===== config.mk =====
export PLATFORM = sky130hd
export DESIGN_NAME = instr_buffer
export DESIGN_NICKNAME = d
export VERILOG_FILES = /design/src/cpu_pkg.sv /design/src/instr_buffer.sv
export SDC_FILE = /design/constraint.sdc
export NUM_CORES = 1
export LEC_CHECK = 0
export BUFFER_PORTS_ARGS = -buffer_cell sky130_fd_sc_hd__buf_2
export CAP_MARGIN = 0
export CELL_PAD_IN_SITES_DETAIL_PLACEMENT = 1
export CELL_PAD_IN_SITES_GLOBAL_PLACEMENT = 1
export CORE_MARGIN = 4
export CORE_UTILIZATION = 33
export DETAILED_ROUTE_END_ITERATION = 10
export PLACE_DENSITY_LB_ADDON = 0.1
export SLEW_MARGIN = 20
export SYNTH_ARGS = -nofsm -noshare
export SYNTH_HDL_FRONTEND = slang
export SYNTH_SLANG_ARGS = --single-unit

===== constraint.sdc =====
create_clock -name clk -period 12.5 [get_ports clk]
set_input_delay 1.25 -clock clk [delete_from_list [all_inputs] [get_ports clk]]
set_output_delay 1.25 -clock clk [all_outputs]
set_load 0.005 [all_outputs]

===== src/cpu_pkg.sv =====
package cpu_pkg;

    parameter int ADDR_WIDTH     = 32;
    parameter int DATA_WIDTH     = 32;
    parameter int FETCH_WIDTH    = 2;  // Words per fetch packet and buffer ports per side
    parameter int REG_ADDR_WIDTH = 5;

    // LoongArch major opcodes
    parameter logic [9:0]  OPC_ADDI_W = 10'b0000001010;
    parameter logic [16:0] OPC_ADD_W  = 17'b00000000000100000;
    parameter logic [5:0]  OPC_B      = 6'b010100;

    // ADD.W and friends
    typedef struct packed {
        logic [16:0]               opcode17;
        logic [REG_ADDR_WIDTH-1:0] rk;
        logic [REG_ADDR_WIDTH-1:0] rj;
        logic [REG_ADDR_WIDTH-1:0] rd;
    } fmt_3r_t;

    // ADDI.W
    typedef struct packed {
        logic [9:0]                opcode10;
        logic [11:0]               si12;
        logic [REG_ADDR_WIDTH-1:0] rj;
        logic [REG_ADDR_WIDTH-1:0] rd;
    } fmt_2ri12_t;

    // B, offset is split with the high part at the bottom
    typedef struct packed {
        logic [5:0]  opcode6;
        logic [15:0] offs_lo16;
        logic [9:0]  offs_hi10;
    } fmt_i26_t;

    typedef union packed {
        fmt_3r_t    r3;
        fmt_2ri12_t ri12;
        fmt_i26_t   i26;
    } instr_u;

    typedef struct packed {
        logic                  valid;
        logic [ADDR_WIDTH-1:0] pc;
        instr_u                instr;
    } ib_slot_t;

    typedef struct packed {
        logic                  valid;
        logic [ADDR_WIDTH-1:0] target;
    } redirect_t;

    // Retired instruction, same fields as the debug write-back port
    typedef struct packed {
        logic                      valid;
        logic [ADDR_WIDTH-1:0]     pc;
        logic                      rf_wen;
        logic [REG_ADDR_WIDTH-1:0] rf_wnum;
        logic [DATA_WIDTH-1:0]     rf_wdata;
    } commit_t;

endpackage


===== src/instr_buffer.sv =====
module instr_buffer #(
    parameter int IB_DEPTH = 8
) (
    input  logic                                clk,
    input  logic                                reset_i,
    input  logic                                flush_i,
    input  cpu_pkg::ib_slot_t                   fetch_slots_i [cpu_pkg::FETCH_WIDTH],
    output logic                                stall_req_o,
    output cpu_pkg::ib_slot_t                   head_slots_o [cpu_pkg::FETCH_WIDTH],
    input  logic [cpu_pkg::FETCH_WIDTH-1:0]     accept_i
);

    localparam int FW    = cpu_pkg::FETCH_WIDTH;
    localparam int PTR_W = $clog2(IB_DEPTH);
    localparam int CNT_W = PTR_W + 1;

    cpu_pkg::ib_slot_t mem [IB_DEPTH];

    logic [PTR_W-1:0] head_q;
    logic [PTR_W-1:0] tail_q;
    logic [CNT_W-1:0] count_q;
    logic [PTR_W-1:0] wr_idx [FW];
    logic [CNT_W-1:0] n_in;
    logic [CNT_W-1:0] n_out;

    // Valid incoming slots go to consecutive entries
    always_comb begin
        n_in  = '0;
        n_out = '0;
        for (int i = 0; i < FW; i++) begin
            wr_idx[i] = tail_q + n_in[PTR_W-1:0];
            n_in      = n_in + CNT_W'(fetch_slots_i[i].valid);
            n_out     = n_out + CNT_W'(accept_i[i]);  // Accept is a prefix mask
        end
    end

    always_ff @(posedge clk) begin
        for (int i = 0; i < FW; i++) begin
            if (fetch_slots_i[i].valid && !flush_i) begin
                mem[wr_idx[i]] <= fetch_slots_i[i];
            end
        end
    end

    always_ff @(posedge clk) begin
        if (reset_i || flush_i) begin
            head_q  <= '0;
            tail_q  <= '0;
            count_q <= '0;
        end else begin
            head_q  <= head_q + n_out[PTR_W-1:0];
            tail_q  <= tail_q + n_in[PTR_W-1:0];
            count_q <= count_q + n_in - n_out;
        end
    end

    always_comb begin
        for (int j = 0; j < FW; j++) begin
            head_slots_o[j]       = mem[head_q + PTR_W'(j)];
            head_slots_o[j].valid = count_q > CNT_W'(j);
        end
    end

    // Leave room for the packet returning now and the one requested now
    assign stall_req_o = count_q > CNT_W'(IB_DEPTH - 2 * FW);

endmodule


# == Word-level counts from Yosys, hierarchy flattened ==
# Memories as Yosys holds them, arrays and structs flattened. A register that Yosys moved wholly into a read port is not among the register bits.
# Cells that the tools add are included.
# W data, S select, Z words.
# word_totals
ff_bits,10
mem_bits_rw,520
input_bits,135
mem_count,1
# classes
addsub,8
magnitude_cmp,3
n_mux,5
n_reduce_logical,4
# memory_table
memory,depth,width,read_ports,rd_clocked_by_memory_dff,write_ports,line,source
mem,8,65,2,1,2,instr_buffer.sv:17,cpu_pkg::ib_slot_t mem [IB_DEPTH];
# ops
operator,count
$gt A4 B1 Y1 const B,2
$add A3 B2 Y3,2
$add A1 B1 Y2,2
$add A4 B2 Y4,1
$gt A4 B3 Y1 const B,1
$mux W1,4
$sub A4 B2 Y4,1
$add A3 B1 Y3,1
$add A3 B1 Y3 const B,1
$mux W3,1
$logic_and A1 B1 Y1,2
$logic_not A1 Y1,1
$logic_or A1 B1 Y1,1

# == Logic depth before layout (Yosys ltp) ==
# logic_depth
depth_word,4
mapped_depth,8

# == Least setup slack after synthesis ==
# No wires, ideal clock.
# synth_timing
kind,input-to-reg
startpoint,input flush_i
endpoint,"memory mem[0][0] (netlist name), enable pin"
setup_ps,581
t_arrival_ps,6649
required_time_ps,11919
setup_slack_ps,5270
cell_stages,3
cell_sequence,buf_2 or3b_2 o31ai_1
# synth_lines
element,line,source
from (decl),instr_buffer.sv:6,"input logic flush_i,"
to (decl),instr_buffer.sv:17,

==> results.ini <==
[outcome]
run_status = finished, final reports clean

[timing]
slew_headroom_pct = 25.8
worst_pin_slew_ps = 1110
worst_clock_skew_ps = 19.9
maxSlewViolCount = 0
setup_tns_ps = 0
rsz0062_at_grt = false
hold_violations = 0
fin_crit_sh_pct = 44.4
max_freq_ghz = 0.180
finalSetupViolCount = 0
fin_crit_ps = 5550

[power]
p_per_area_mw_per_mm2 = 131
peakVddDrop_uv = 72.7
cellLeakagePower_nw = 11.3

[grt]
antenna_found_initial = 24
grt_pass1_vias = 19200
grt_overflow = 0
grt.total_usage_pct = 20.0
grt_pass1_wl_um = 139000
grt_max_degree = 98

[synthesis]
yosysWarnings = 0
syn_area_mm2 = 0.0302
ys_types = 36
synth_edf_count = 512
synth_fp_nets = 1776
yosysSeqAreaShare_pct = 51.6
ys_top_cells_by_area = edfxtp_1, mux2_2, mux4_2
netlist_instances = 1623
yosysTopAreaCell = edfxtp_1
netlist.area_leader.share_pct = 51.0
synth-seq-cells = 522
synthFlopType = edfxtp_1
syn_avg_cell_area_um2 = 18.6
async_reset_ff_share_pct = 0

[placed_design]
gp_routability_congestion = 0.702
io_buffers = 265
hpwl_um = 53900

[setup_path]
critical-path-slowest-cell = buf_4
path_depth = 5
cp-end-kind = primary output
crit_end = head_slots_o[97]
critPathBufInv = 3
crit_start = head_q[0]
r2r-start = tail_q[1]
critPathMostFrequentCell = buf_4
r2r_cells = 6
cp_top_family = buffers and inverters
slowest_delay_ps = 880
critPathKind = reg2out
cp_data_required_time_ps = 11250
crit_path_cell_trace = buf_4 > buf_4 > mux4_2 > mux2_2 > buf_2
arrival_ps = 4300
r2r_setup_slack_ps = 8740
reg2reg_to = mem[0][8]
cp_max_fo = 58
start_kind = flop

[floorplan]
design.core.area_mm2 = 0.0903
die_w_um = 310
fp.dieArea_mm2 = 0.0963
initial_core_util_pct = 33.4
ios = 266
std_cell_rows = 110
fp.dieH_um = 310

[clocking]
cts_inserted_buffers = 68
cts.repair.resized = 0
cts_max_level = 3
clockBufferDepth = 3
post_cts_buffers = 0
cts_tree = done
clk_latency_ps = 600
clk_pin_slew_ps = 60
clock_sinks = 522
ctsHoldBuffers = 0
cts-root-buf = clkbuf_16

[detailed_routing]
wl_met2_um = 47700
drt_wl_total_um = 96300
wl_met1_um = 41500
viasPerCell = 5.51
wl_per_cell_um = 31.0
dr.pass1.iters = 4
postRouteAntennaNets = 0
vias = 17100
drcViolationCount = 0
dr_wl_met3_um = 4970
top_layer = met5
drt_iter0_markers = 1110

[min_path]
hold_class = reg2reg

[final_layout]
fin_nets = 2022
drive_gt1_share_pct = 65.4
layout_commonest_cell = mux2_2
fin_util_pct = 38.3
n_fill_cell = 8881
synthToLayoutAreaGrowth_pct = 14.6
final_cell_mix = mux2_2, edfxtp_1, buf_2, mux4_2, clkbuf_16

[flow_run]
maxCapViolations = 0

[cell usage after synthesis, drive strengths merged, types with 5 or more instances]
cell type	instances
buf	116
and2	6
ha	14
clkbuf	10
mux4	256
mux2	640
edfxtp	512
nand2	9
dfxtp	10
nor2	5
inv	9
[area by class of cell]
class / instances / area (um2) / share of cell area [%]
well taps: 1176 / 1470 / 4.26
inverters: 9 / 33.8 / 0.0978
clock buffers: 84 / 1790 / 5.19
diodes: 9 / 22.5 / 0.0652
repair buffers: 302 / 1620 / 4.68
clock inverters: 36 / 244 / 0.706
multi-input cells: 966 / 13800 / 39.9
flip-flops and latches: 522 / 15600 / 45.1
[report_power, final]
group,total (mW),internal [mW],switching (mW)
Sequential,2.01,1.98,0.0301
Combinational,0.672,0.350,0.323
Clock,1.84,1.08,0.765
Total,4.52,3.41,1.12
[worst min-delay path: cells and delay by family (launching register included)]
kind	cells	cell delay, ps
flip-flops	1	370
adder cells (fa/ha/maj)	1	140
AND/OR/NAND/NOR	1	100
[kinds of logic (layout without fill, tap and decap cells)]
kind of cell	count (synthesis)	after routing	share of synthesized area, %
buffers and inverters	135	431	3.21
AO/OA/AOI/OAI	13	13	0.257
adder cells (fa/ha/maj)	18	18	0.846
other	0	9	0
AND/OR/NAND/NOR	32	32	0.751
XOR/XNOR	6	6	0.261
flip-flops	522	522	51.6
multiplexers	897	897	43.0
[registers in the layout, indices dropped and copies added (netlist names)]
register and count:
tail_q 3, head_q 3, count_q 4, mem 512
[stage by stage]
| step | cell area [um2] | hold slack (ps) | setup slack (ps) | instances | power [mW] |
|---|---|---|---|---|---|
| floorplan | 30200 | 574 | 5270 | 1623 | 2.48 |
| global placement | 32500 | 619 | 7530 | 2975 | 2.72 |
| detailed placement | 32500 | 633 | 7490 | 2975 | 2.73 |
| CTS | 34500 | 649 | 6830 | 3095 | 4.61 |
| global route | 34500 | 681 | 6610 | 3099 | 4.72 |
| finish | 34600 | 649 | 6950 | 3104 | 4.52 |
[layer usage]
| metal | up-vias | global-route usage, % |
|---|---|---|
| met4 | 18 | 5.06 |
| met1 | 9228 | 26.3 |
| li1 | 7355 | - |
| met5 | - | 0 |
| met3 | 140 | 3.93 |
| met2 | 372 | 34.0 |
[worst min-delay path by stage]
stage	endpoint	slack, ps	start	cells after the start
final	tail_q[0]	650	tail_q[0]	2
after global routing	tail_q[0]	680	tail_q[0]	2
after CTS	tail_q[0]	650	tail_q[0]	2
after detailed placement	tail_q[0]	630	tail_q[0]	2
after global placement	count_q[0]	620	count_q[0]	2
after floorplan	head_q[0]	570	head_q[0]	2
(Power assumes the default switching activity.)
