[src/cpu_pkg.sv]
package cpu_pkg;

    parameter int ADDR_WIDTH     = 32;
    parameter int DATA_WIDTH     = 32;
    parameter int FETCH_WIDTH    = 2;  // Words per fetch packet and buffer ports per side
    parameter int REG_ADDR_WIDTH = 5;

    // LoongArch major opcodes
    parameter logic [9:0]  OPC_ADDI_W = 10'b0000001010;
    parameter logic [16:0] OPC_ADD_W  = 17'b00000000000100000;
    parameter logic [5:0]  OPC_B      = 6'b010100;

    // ADD.W and friends
    typedef struct packed {
        logic [16:0]               opcode17;
        logic [REG_ADDR_WIDTH-1:0] rk;
        logic [REG_ADDR_WIDTH-1:0] rj;
        logic [REG_ADDR_WIDTH-1:0] rd;
    } fmt_3r_t;

    // ADDI.W
    typedef struct packed {
        logic [9:0]                opcode10;
        logic [11:0]               si12;
        logic [REG_ADDR_WIDTH-1:0] rj;
        logic [REG_ADDR_WIDTH-1:0] rd;
    } fmt_2ri12_t;

    // B, offset is split with the high part at the bottom
    typedef struct packed {
        logic [5:0]  opcode6;
        logic [15:0] offs_lo16;
        logic [9:0]  offs_hi10;
    } fmt_i26_t;

    typedef union packed {
        fmt_3r_t    r3;
        fmt_2ri12_t ri12;
        fmt_i26_t   i26;
    } instr_u;

    typedef struct packed {
        logic                  valid;
        logic [ADDR_WIDTH-1:0] pc;
        instr_u                instr;
    } ib_slot_t;

    typedef struct packed {
        logic                  valid;
        logic [ADDR_WIDTH-1:0] target;
    } redirect_t;

    // Retired instruction, same fields as the debug write-back port
    typedef struct packed {
        logic                      valid;
        logic [ADDR_WIDTH-1:0]     pc;
        logic                      rf_wen;
        logic [REG_ADDR_WIDTH-1:0] rf_wnum;
        logic [DATA_WIDTH-1:0]     rf_wdata;
    } commit_t;

endpackage

[src/fetch_unit.sv]
module fetch_unit #(
    parameter logic [cpu_pkg::ADDR_WIDTH-1:0] RESET_PC = '0
) (
    input  logic                                     clk,
    input  logic                                     reset_i,
    input  logic                                     stall_req_i,
    input  cpu_pkg::redirect_t                       redirect_i,
    output logic                                     imem_req_o,
    output logic [cpu_pkg::ADDR_WIDTH-1:0]           imem_addr_o,
    input  logic [cpu_pkg::FETCH_WIDTH-1:0][31:0]    imem_data_i,
    output cpu_pkg::ib_slot_t                        fetch_slots_o [cpu_pkg::FETCH_WIDTH]
);

    localparam int AW     = cpu_pkg::ADDR_WIDTH;
    localparam int FW     = cpu_pkg::FETCH_WIDTH;
    localparam int SLOT_W = $clog2(FW);
    localparam logic [AW-1:0] ALIGN_MASK = ~AW'(FW * 4 - 1);

    logic [AW-1:0]     pc_q;         // Aligned packet address
    logic [SLOT_W-1:0] first_q;      // First wanted word in the packet at pc_q
    logic              run_q;
    logic              req_q;        // Request outstanding, data arrives this cycle
    logic              stale_q;      // Redirect seen since that request
    logic [AW-1:0]     req_pc_q;
    logic [SLOT_W-1:0] req_first_q;

    assign imem_req_o  = run_q & ~stall_req_i;
    assign imem_addr_o = pc_q;

    always_ff @(posedge clk) begin
        if (reset_i) begin
            run_q   <= 1'b0;
            req_q   <= 1'b0;
            stale_q <= 1'b0;
            pc_q    <= RESET_PC & ALIGN_MASK;
            first_q <= RESET_PC[SLOT_W+1:2];
        end else begin
            run_q   <= 1'b1;
            req_q   <= imem_req_o;
            stale_q <= redirect_i.valid;
            if (redirect_i.valid) begin
                pc_q    <= redirect_i.target & ALIGN_MASK;
                first_q <= redirect_i.target[SLOT_W+1:2]; // Target may sit mid-packet
            end else if (imem_req_o) begin
                pc_q    <= pc_q + AW'(FW * 4);
                first_q <= '0;
            end
        end
    end

    // Remember where the outstanding packet came from
    always_ff @(posedge clk) begin
        if (imem_req_o) begin
            req_pc_q    <= pc_q;
            req_first_q <= first_q;
        end
    end

    always_comb begin
        for (int i = 0; i < FW; i++) begin
            fetch_slots_o[i].valid = req_q & ~stale_q & (SLOT_W'(i) >= req_first_q);
            fetch_slots_o[i].pc    = req_pc_q + AW'(4 * i);
            fetch_slots_o[i].instr = imem_data_i[i];  // Lower word is slot 0
        end
    end

endmodule

[config.mk]
export PLATFORM = sky130hd
export DESIGN_NAME = fetch_unit
export DESIGN_NICKNAME = d
export VERILOG_FILES = /design/src/cpu_pkg.sv /design/src/fetch_unit.sv
export SDC_FILE = /design/constraint.sdc
export NUM_CORES = 1
export LEC_CHECK = 0
export ABC_AREA = 1
export ABC_CLOCK_PERIOD_IN_PS = 2210
export BUFFER_PORTS_ARGS = -buffer_cell sky130_fd_sc_hd__buf_4
export CAP_MARGIN = 10
export CORE_MARGIN = 5
export CORE_UTILIZATION = 36
export DETAILED_ROUTE_END_ITERATION = 16
export GPL_TIMING_DRIVEN = 0
export HOLD_SLACK_MARGIN = 0.08
export PLACE_DENSITY = 0.71
export SYNTH_ARGS = -nofsm -noshare
export SYNTH_HDL_FRONTEND = slang
export SYNTH_SLANG_ARGS = --single-unit
[constraint.sdc]
create_clock -name clk -period 2.21 [get_ports clk]
set_input_delay 0.1105 -clock clk [delete_from_list [all_inputs] [get_ports clk]]
set_output_delay 0.1105 -clock clk [all_outputs]
set_load 0.05 [all_outputs]
Yosys cells after proc, flatten, opt, wreduce, memory -nomap -nowiden
Index checks and enable logic that the tools add are counted.

cells by class
  add/sub/neg operators = 2
  $lt $le $gt $ge = 2
  multiplexer cells = 5
  bitwise logic cells = 6
  reductions and logical operators = 2

operator list
  cell                   number
  $mux 32                2
  $add 32x3->32 const B  1
  $add 32x4->32 const B  1
  $and 1x1->1            4
  $mux 1                 3
  $ge 1x1->1 const A     2
  $not 1->1              2
  $reduce_bool 2->1      1
  $reduce_or 2->1        1

word-level totals
  flip-flop bits (word level) = 69
  logic and storage cells = 25

Longest topological paths before layout
Gate-level depths: netlist of run 1.

  depth after elaboration = 4
  gate-level depth with buffers = 9

Least setup slack after synthesis of run 1
OpenSTA, ideal clock, no wires.

  path type = register to register
  from = reg run_q
  to = reg pc_q[5], in the netlist imem_addr_o[5]
  setup time = 0.074 ns
  arrival time = 1.780 ns
  required time = 2.136 ns
  path slack = 0.356 ns
  cell stages (with the launch flop) = 8
  buffers on the path = 1
  path through = dfxtp_1 > inv_1 > nor2_4 > nand2_1 > inv_2 > buf_4 > nand3_1 > a31oi_1

between the ends
  word-level cells in the longest chain between the ends = 2

ends and longest elaborated chain
  what                                RTL line          RTL
  start, declared                     fetch_unit.sv:21  logic run_q;
  start signal, assigned              fetch_unit.sv:32  run_q <= 1'b0;
  start signal, assigned              fetch_unit.sv:38  run_q <= 1'b1;
  $and 1x1->1                         fetch_unit.sv:27  assign imem_req_o = run_q & ~stall_req_i;
  via imem_req_o                      fetch_unit.sv:8   output logic imem_req_o,
  $reduce_bool 2->1 (no source line)  -
  end signal, assigned                fetch_unit.sv:35  pc_q <= RESET_PC & ALIGN_MASK;
  end signal, assigned                fetch_unit.sv:42  pc_q <= redirect_i.target & ALIGN_MASK;
  end signal, assigned                fetch_unit.sv:45  pc_q <= pc_q + AW'(FW * 4);
  end, declared                       fetch_unit.sv:19  logic [AW-1:0] pc_q;

The timed path passes the listed nets, and every way through them passes these cells.
A chain may end at the register's enable or synchronous reset.

Worst setup path after layout of run 1
  from = reg run_q
  to = reg pc_q[12], in the netlist imem_addr_o[12]

between the ends
  word-level cells in the longest chain between the ends = 2

ends and longest elaborated chain
  what                                RTL line
  $and 1x1->1                         fetch_unit.sv:27
  $reduce_bool 2->1 (no source line)  -

Every way passes these cells.

==> impl_metrics.py, run 1 <==
metrics = {
    "critical_path": {
        "r2r_cells": 8,
        "rrSetupSlack_ps": 380,
        "reg2reg_to": "imem_addr_o[12]$_SDFFE_PP0P_",
        "end_kind": "flop",
        "worstReg2RegStart": "run_q$_DFF_P_",
        "crit_arrival_ps": 2030,
        "critPathLaunchType": "flop",
        "critPathMaxFanout": 18,
        "crit_type": "reg -> reg",
        "required_ps": 2410,
    },
    "sta": {
        "relSlewSlack_pct": 30.3,
        "tightest_slew_ps": 1040,
        "finalSetupViolCount": 0,
        "whs_ps": 105,
        "tns_ps": 0,
        "finalHoldViolations": 0,
        "slew_violations": 0,
        "rsz0062_at_grt": "no",
        "fin_skew_ps": 13.7,
        "max_freq_mhz": 548,
        "min_period_over_period_pct": 82.6,
        "finalCriticalPeriod_ps": 1830,
    },
    "synth": {
        "synthFlopType": "dfxtp_1",
        "synth-seq-cells": 63,
        "synthArstFlopShare_pct": 0,
        "synth_area_sq_um": 3850,
        "yosysWarnings": 0,
        "synth_top_family_by_area": "buffers and inverters",
        "synth.distinct_cells": 28,
        "synth_edf_count": 30,
        "synthAdderAreaFrac_pct": 0.325,
        "yosys.area_share.xor_xnor_pct": 0.682,
        "synth_area_per_cell_sq_um": 7.73,
        "synth_compound_area_share_pct": 9.13,
        "synth_mux_area_share_pct": 0,
        "synthSimpleGateAreaFrac_pct": 22.0,
        "synth.yosys.seq_area_share_pct": 40.6,
        "synth_cells": 498,
    },
    "clocking": {
        "clkTransAtPathRegs_ps": 70,
        "clock_latency_ps": 340,
        "root_buffer": "clkbuf_8",
        "cts.repair.resized": 0,
        "h-tree-depth": 3,
        "cts_buffer_depth": 2,
        "cts_tree": "built",
        "cts_buffers": 9,
        "postCtsSetupBuffers": 0,
        "clock-sinks": 63,
    },
    "finish": {
        "multiInputGateArea_sq_um": 1280,
        "seq_area_sq_um": 1560,
        "drive_above_1_share_pct": 45.7,
        "insertedDiodeCount": 0,
        "final_cells": 850,
        "area_growth_pct": 48.5,
        "n_fill_cell": 952,
        "fin_util_pct": 55.1,
        "layout.nets": 812,
    },
    "die": {
        "start_util_pct": 37.1,
        "die_h_um": 113,
        "dieArea_sq_um": 12900,
        "num_rows": 37,
        "core_sq_um": 10400,
        "fp.dieW_um": 113,
        "top_level_ports": 263,
    },
    "drt": {
        "drc_errors": 0,
        "viasPerCell": 4.47,
        "wl_um": 12800,
        "wl_per_cell_um": 15.0,
        "route.vias.total": 3796,
        "ant_nets": 0,
        "drtIter0Drc": 146,
        "firstDrtPassIters": 4,
    },
    "placed_design": {
        "gp_congestion": 0.902,
        "port_buffers": 185,
        "dp.cells": 826,
        "dpl.hpwl_um": 10400,
    },
    "global_route": {
        "grt_overflow": 0,
        "grt_max_degree": 36,
        "grt_usage_pct": 19.1,
        "grt_pass1_wl_um": 19300,
        "antenna_found_initial": 0,
        "grt_pass1_vias": 3923,
    },
    "hold_path": {
        "hold_path_end": "imem_addr_o[3]$_SDFFE_PP0P_",
        "hold_class": "in -> reg",
        "hold_depth": 3,
        "worstHoldStart": "redirect_i[3]",
    },
    "pwr": {
        "vdd_ir_drop_max_uv": 462,
        "leakage_nw": 2.72,
        "p_per_area_nw_per_um2": 603,
    },
    "job": {
        "drv_cap": 0,
    },
    "run_status": {
        "status": "finished, final reports clean",
    },
}
area by class of cell:
class,instances,area share [%]
plain buffers,112,14.4
clock buffers,10,2.41
clock inverters,4,0.832
inverters,58,3.81
multi-input cells,273,22.4
flip-flops and latches,63,27.3
well taps,136,2.98
repair buffers,194,25.9
state kept, by name, indices dropped and copies added, names as in the netlist:
| name | flops |
|---|---|
| first_q | 1 |
| req_pc_q | 29 |
| imem_addr_o | 29 |
| run_q | 1 |
| stale_q | 1 |
| req_q | 1 |
| req_first_q | 1 |
cell usage after synthesis, types with 2 or more instances:
library cell	n	share of area, %
nor2_2	5	0.81
conb_1	2	0.20
edfxtp_1	30	23
xnor2_1	2	0.46
nor3_1	2	0.26
nand2_1	106	10
inv_2	2	0.20
dfxtp_1	33	17
inv_1	56	5.5
nor2_1	34	3.3
a31oi_1	8	1.3
clkbuf_1	5	0.49
nor2_4	6	1.8
a21oi_1	23	3.0
buf_6	2	0.58
o21ai_0	32	4.2
nand2_2	4	0.65
buf_2	2	0.26
buf_4	103	20
nand3_1	33	4.3
placed cells by master, fill, tap and decap left out, types with 10 or more instances in the layout:
cell	synthesis	layout
a21oi_1	23	23
buf_4	103	288
clkbuf_8	0	10
dfxtp_1	33	33
edfxtp_1	30	30
inv_1	56	56
nand2_1	106	106
nand3_1	33	33
nor2_1	34	34
o21ai_0	32	32
cells by family after synthesis:
kind of cell,count (synthesis)
simple gates,193
fa+ha+maj,1
xor+xnor,3
flops,63
buf+inv,170
other cells,2
compound gates,66
worst max-delay path by stage:
| stage | from | endpoint | slack, ps | cells past startpoint |
|---|---|---|---|---|
| global placement | run_q$_DFF_P_ | imem_addr_o[12]$_SDFFE_PP0P_ | 140 | 8 |
| detailed placement | run_q$_DFF_P_ | imem_addr_o[12]$_SDFFE_PP0P_ | 90 | 8 |
| floorplan | run_q$_DFF_P_ | imem_addr_o[5]$_SDFFE_PP0P_ | 360 | 7 |
| finish | run_q$_DFF_P_ | imem_addr_o[12]$_SDFFE_PP0P_ | 380 | 8 |
| CTS | run_q$_DFF_P_ | imem_addr_o[31]$_SDFFE_PP0P_ | 60 | 7 |
| global route | run_q$_DFF_P_ | imem_addr_o[12]$_SDFFE_PP0P_ | 180 | 8 |
metrics by stage:
| stage | setup WS (ps) | total power [mW] | area (sq um) |
|---|---|---|---|
| 5_1_grt | 182 | 3.62 | 5720 |
| 3_3_place_gp | 138 | 2.49 | 5440 |
| 3_5_place_dp | 93.3 | 2.50 | 5440 |
| 6_report | 384 | 3.45 | 5720 |
| 2_1_floorplan | 356 | 2.18 | 3880 |
| 4_1_cts | 58.2 | 3.49 | 5710 |
per-layer routing:
| metal | GRT usage [%] | share of wire (%) |
|---|---|---|
| met4 | 8.49 | 3.0 |
| met1 | 20.0 | 35 |
| met3 | 5.57 | 9.3 |
| met5 | 0 | 0 |
| met2 | 35.2 | 53 |
where the power goes:
group | internal (mW) | leakage (nW) | switching (mW)
clock | 0.535 | 0.0940 | 0.427
sequential | 1.29 | 0.562 | 0.0686
combinational | 0.383 | 2.07 | 0.746
timing repair:
item	in CTS	in global routing
hold buffers	9	0
endpoints found under the hold margin	9	0
setup endpoints to repair	0	17
worst max-delay path, stage by stage, from the launching register on:
cell     delay, ps
dfxtp_1        320
inv_1          100
nor2_4         490
nor2_4         120
inv_1          130
buf_2          220
o21ai_0        110
a31oi_1        140
nor2_1          50
(Power assumes the default switching activity.)
==> run 2: changes to the inputs <==
--- a/config.mk
+++ b/config.mk
@@ -6,7 +6,7 @@
 export NUM_CORES = 1
 export LEC_CHECK = 0
 export ABC_AREA = 1
-export ABC_CLOCK_PERIOD_IN_PS = 2210
+export ABC_CLOCK_PERIOD_IN_PS = 1650
 export BUFFER_PORTS_ARGS = -buffer_cell sky130_fd_sc_hd__buf_4
 export CAP_MARGIN = 10
 export CORE_MARGIN = 5
@@ -14,7 +14,7 @@
 export DETAILED_ROUTE_END_ITERATION = 16
 export GPL_TIMING_DRIVEN = 0
 export HOLD_SLACK_MARGIN = 0.08
-export PLACE_DENSITY = 0.71
+export PLACE_DENSITY = 0.74
 export SYNTH_ARGS = -nofsm -noshare
 export SYNTH_HDL_FRONTEND = slang
 export SYNTH_SLANG_ARGS = --single-unit
==> constraint.sdc (replaced) <==
create_clock -name clk -period 1.65 [get_ports clk]
set_input_delay 0.0825 -clock clk [delete_from_list [all_inputs] [get_ports clk]]
set_output_delay 0.0825 -clock clk [all_outputs]
set_load 0.05 [all_outputs]
==> run 2 against run 1 <==
  * Final cell count increased by 1.5%
  * Sequential share of layout area is 0.70 points lower
  * Critical endpoint is now imem_addr_o[27]$_SDFFE_PP0P_
  * Critical path type unchanged
  * Combinational power rose by 37%
  * Power up 42%
  * Wire length rose by 1.5%
  * Register-to-register slack worse by 310 ps
  * Clock power increased by 59%
==> impl_metrics.py, run 2 (synthesis gave the netlist of run 1 again) <==
metrics = {
    "global_route": {
        "grt_usage_pct": 19.3,
        "antenna_found_initial": 0,
        "grt_pass1_wl_um": 19700,
        "grt_pass1_vias": 3991,
        "grt_overflow": 0,
        "grt_max_degree": 18,
    },
    "placed_design": {
        "gp_congestion": 0.891,
        "placed_area_sq_um": 5480,
        "port_buffers": 185,
        "preCtsSetupSlack_ps": -431,
        "dpl.hpwl_um": 10200,
    },
    "sta": {
        "finalWorstSetupSlack_ps": 77.6,
        "relSlewSlack_pct": 31.2,
        "slew_violations": 0,
        "finalSetupViolCount": 0,
        "tightest_slew_ps": 1030,
        "finalHoldViolations": 0,
        "tns_ps": 0,
        "rsz0062_at_grt": "yes",
        "fin_skew_ps": 8.85,
        "max_freq_mhz": 636,
        "min_period_over_period_pct": 95.3,
        "finalCriticalPeriod_ps": 1570,
    },
    "drt": {
        "ant_nets": 0,
        "wl_um": 13000,
        "firstDrtPassIters": 5,
        "drc_errors": 0,
        "route.vias.total": 3957,
        "wl_per_cell_um": 15.0,
        "drtIter0Drc": 180,
        "viasPerCell": 4.59,
    },
    "die": {
        "num_rows": 37,
        "start_util_pct": 37.1,
        "top_level_ports": 263,
        "dieArea_sq_um": 12900,
        "fp.dieW_um": 113,
        "die_h_um": 113,
        "core_sq_um": 10400,
    },
    "clocking": {
        "clock_latency_ps": 350,
        "cts_buffer_depth": 2,
        "cts_tree": "built",
        "root_buffer": "clkbuf_8",
        "clkTransAtPathRegs_ps": 70,
        "h-tree-depth": 3,
        "cts_buffers": 9,
        "clock-sinks": 63,
    },
    "pwr": {
        "vdd_ir_drop_max_uv": 421,
        "p_per_area_nw_per_um2": 828,
        "leakage_nw": 2.80,
        "power_mw": 4.90,
    },
    "finish": {
        "n_fill_cell": 929,
        "layout_commonest_cell": "buf_4",
        "layout_common_cells": "293 x buf_4, 104 x nand2_1, 53 x inv_1",
        "drive_above_1_share_pct": 48.6,
        "layout.nets": 823,
        "area_growth_pct": 53.9,
        "insertedDiodeCount": 0,
        "fin_area_sq_um": 5920,
    },
    "critical_path": {
        "crit_type": "reg -> reg",
        "crit_arrival_ps": 1860,
        "end_kind": "flop",
        "required_ps": 1930,
        "critPathMaxFanout": 6,
        "critPathLaunchType": "flop",
    },
    "run_status": {
        "status": "finished, final reports clean",
    },
    "job": {
        "drv_cap": 0,
    },
    "hold_path": {
        "hold_class": "in -> reg",
    },
}
run 2: changes by cell type in the layout (fill, tap and decap cells not counted), sizes merged:
| cell | before | now |
|---|---|---|
| clkinvlp | 1 | 0 |
| bufinv | 1 | 2 |
| clkbuf | 15 | 18 |
| clkinv | 2 | 1 |
| dlygate4sd3 | 9 | 14 |
| buf | 292 | 298 |
run 2: worst paths after layout:
check / startpoint / endpoint / slack, ps / depth (start not counted)
hold / removal: redirect_i[25] / imem_addr_o[25]$_SDFFE_PP0P_ / 90 / 5
hold reg to reg: first_q$_SDFFE_PP0P_ / req_first_q$_DFFE_PP_ / 450 / 0
setup / recovery: imem_addr_o[3]$_SDFFE_PP0P_ / imem_addr_o[27]$_SDFFE_PP0P_ / 80 / 9
setup reg to reg: imem_addr_o[3]$_SDFFE_PP0P_ / imem_addr_o[27]$_SDFFE_PP0P_ / 80 / 9
run 2: metrics by stage:
stage | util [%] | cells | hold WS (ps)
global route | 57.1 | 863 | 117
CTS | 56.6 | 860 | 80.8
global placement | 52.8 | 826 | 292
floorplan | - | 505 | 205
finish | 57.1 | 863 | 91.6
detailed placement | 52.8 | 826 | 308
run 2: critical path, cell delays in order (launching register included):
cell     delay [ps]
dfxtp_4         370
ha_2            190
nand2_2          90
nor2_4          220
nand2_4         120
nor2_4          170
nand2_1          70
nand2_1          70
nand3_2          70
a21oi_1         130
run 2: layout make-up:
cell class	instances	area, sq um	area share [%]
sequential	63	1580	26.6
buffer	112	835	14.1
multi-input combinational	273	1330	22.4
timing repair buffer	205	1570	26.6
inverter	58	218	3.68
clock buffer	13	159	2.68
tap	136	170	2.87
clock inverter	3	65.1	1.10
run 2: what timing repair did:
item | in CTS | in global routing
resized for setup | 0 | 14
endpoints found under the hold margin | 14 | 0
hold buffers | 14 | 0
cloned | 1 | 0
setup endpoints to repair | 31 | 10
pin swaps | 1 | 4
buffers inserted | 3 | 3
run 2: routing by layer:
layer	vias up	global-route usage, %	share of wire (%)
met5	-	0	0
met4	0	7.61	2.2
met3	21	5.46	9.3
met2	210	34.3	52
met1	1794	21.9	37
li1	1932	-	-
run 2: where the power goes:
group / total (mW) / switching [mW] / internal [mW]
sequential: 1.82 / 0.0927 / 1.73
combinational: 1.55 / 1.01 / 0.537
clock: 1.53 / 0.599 / 0.932
total: 4.90 / 1.70 / 3.20
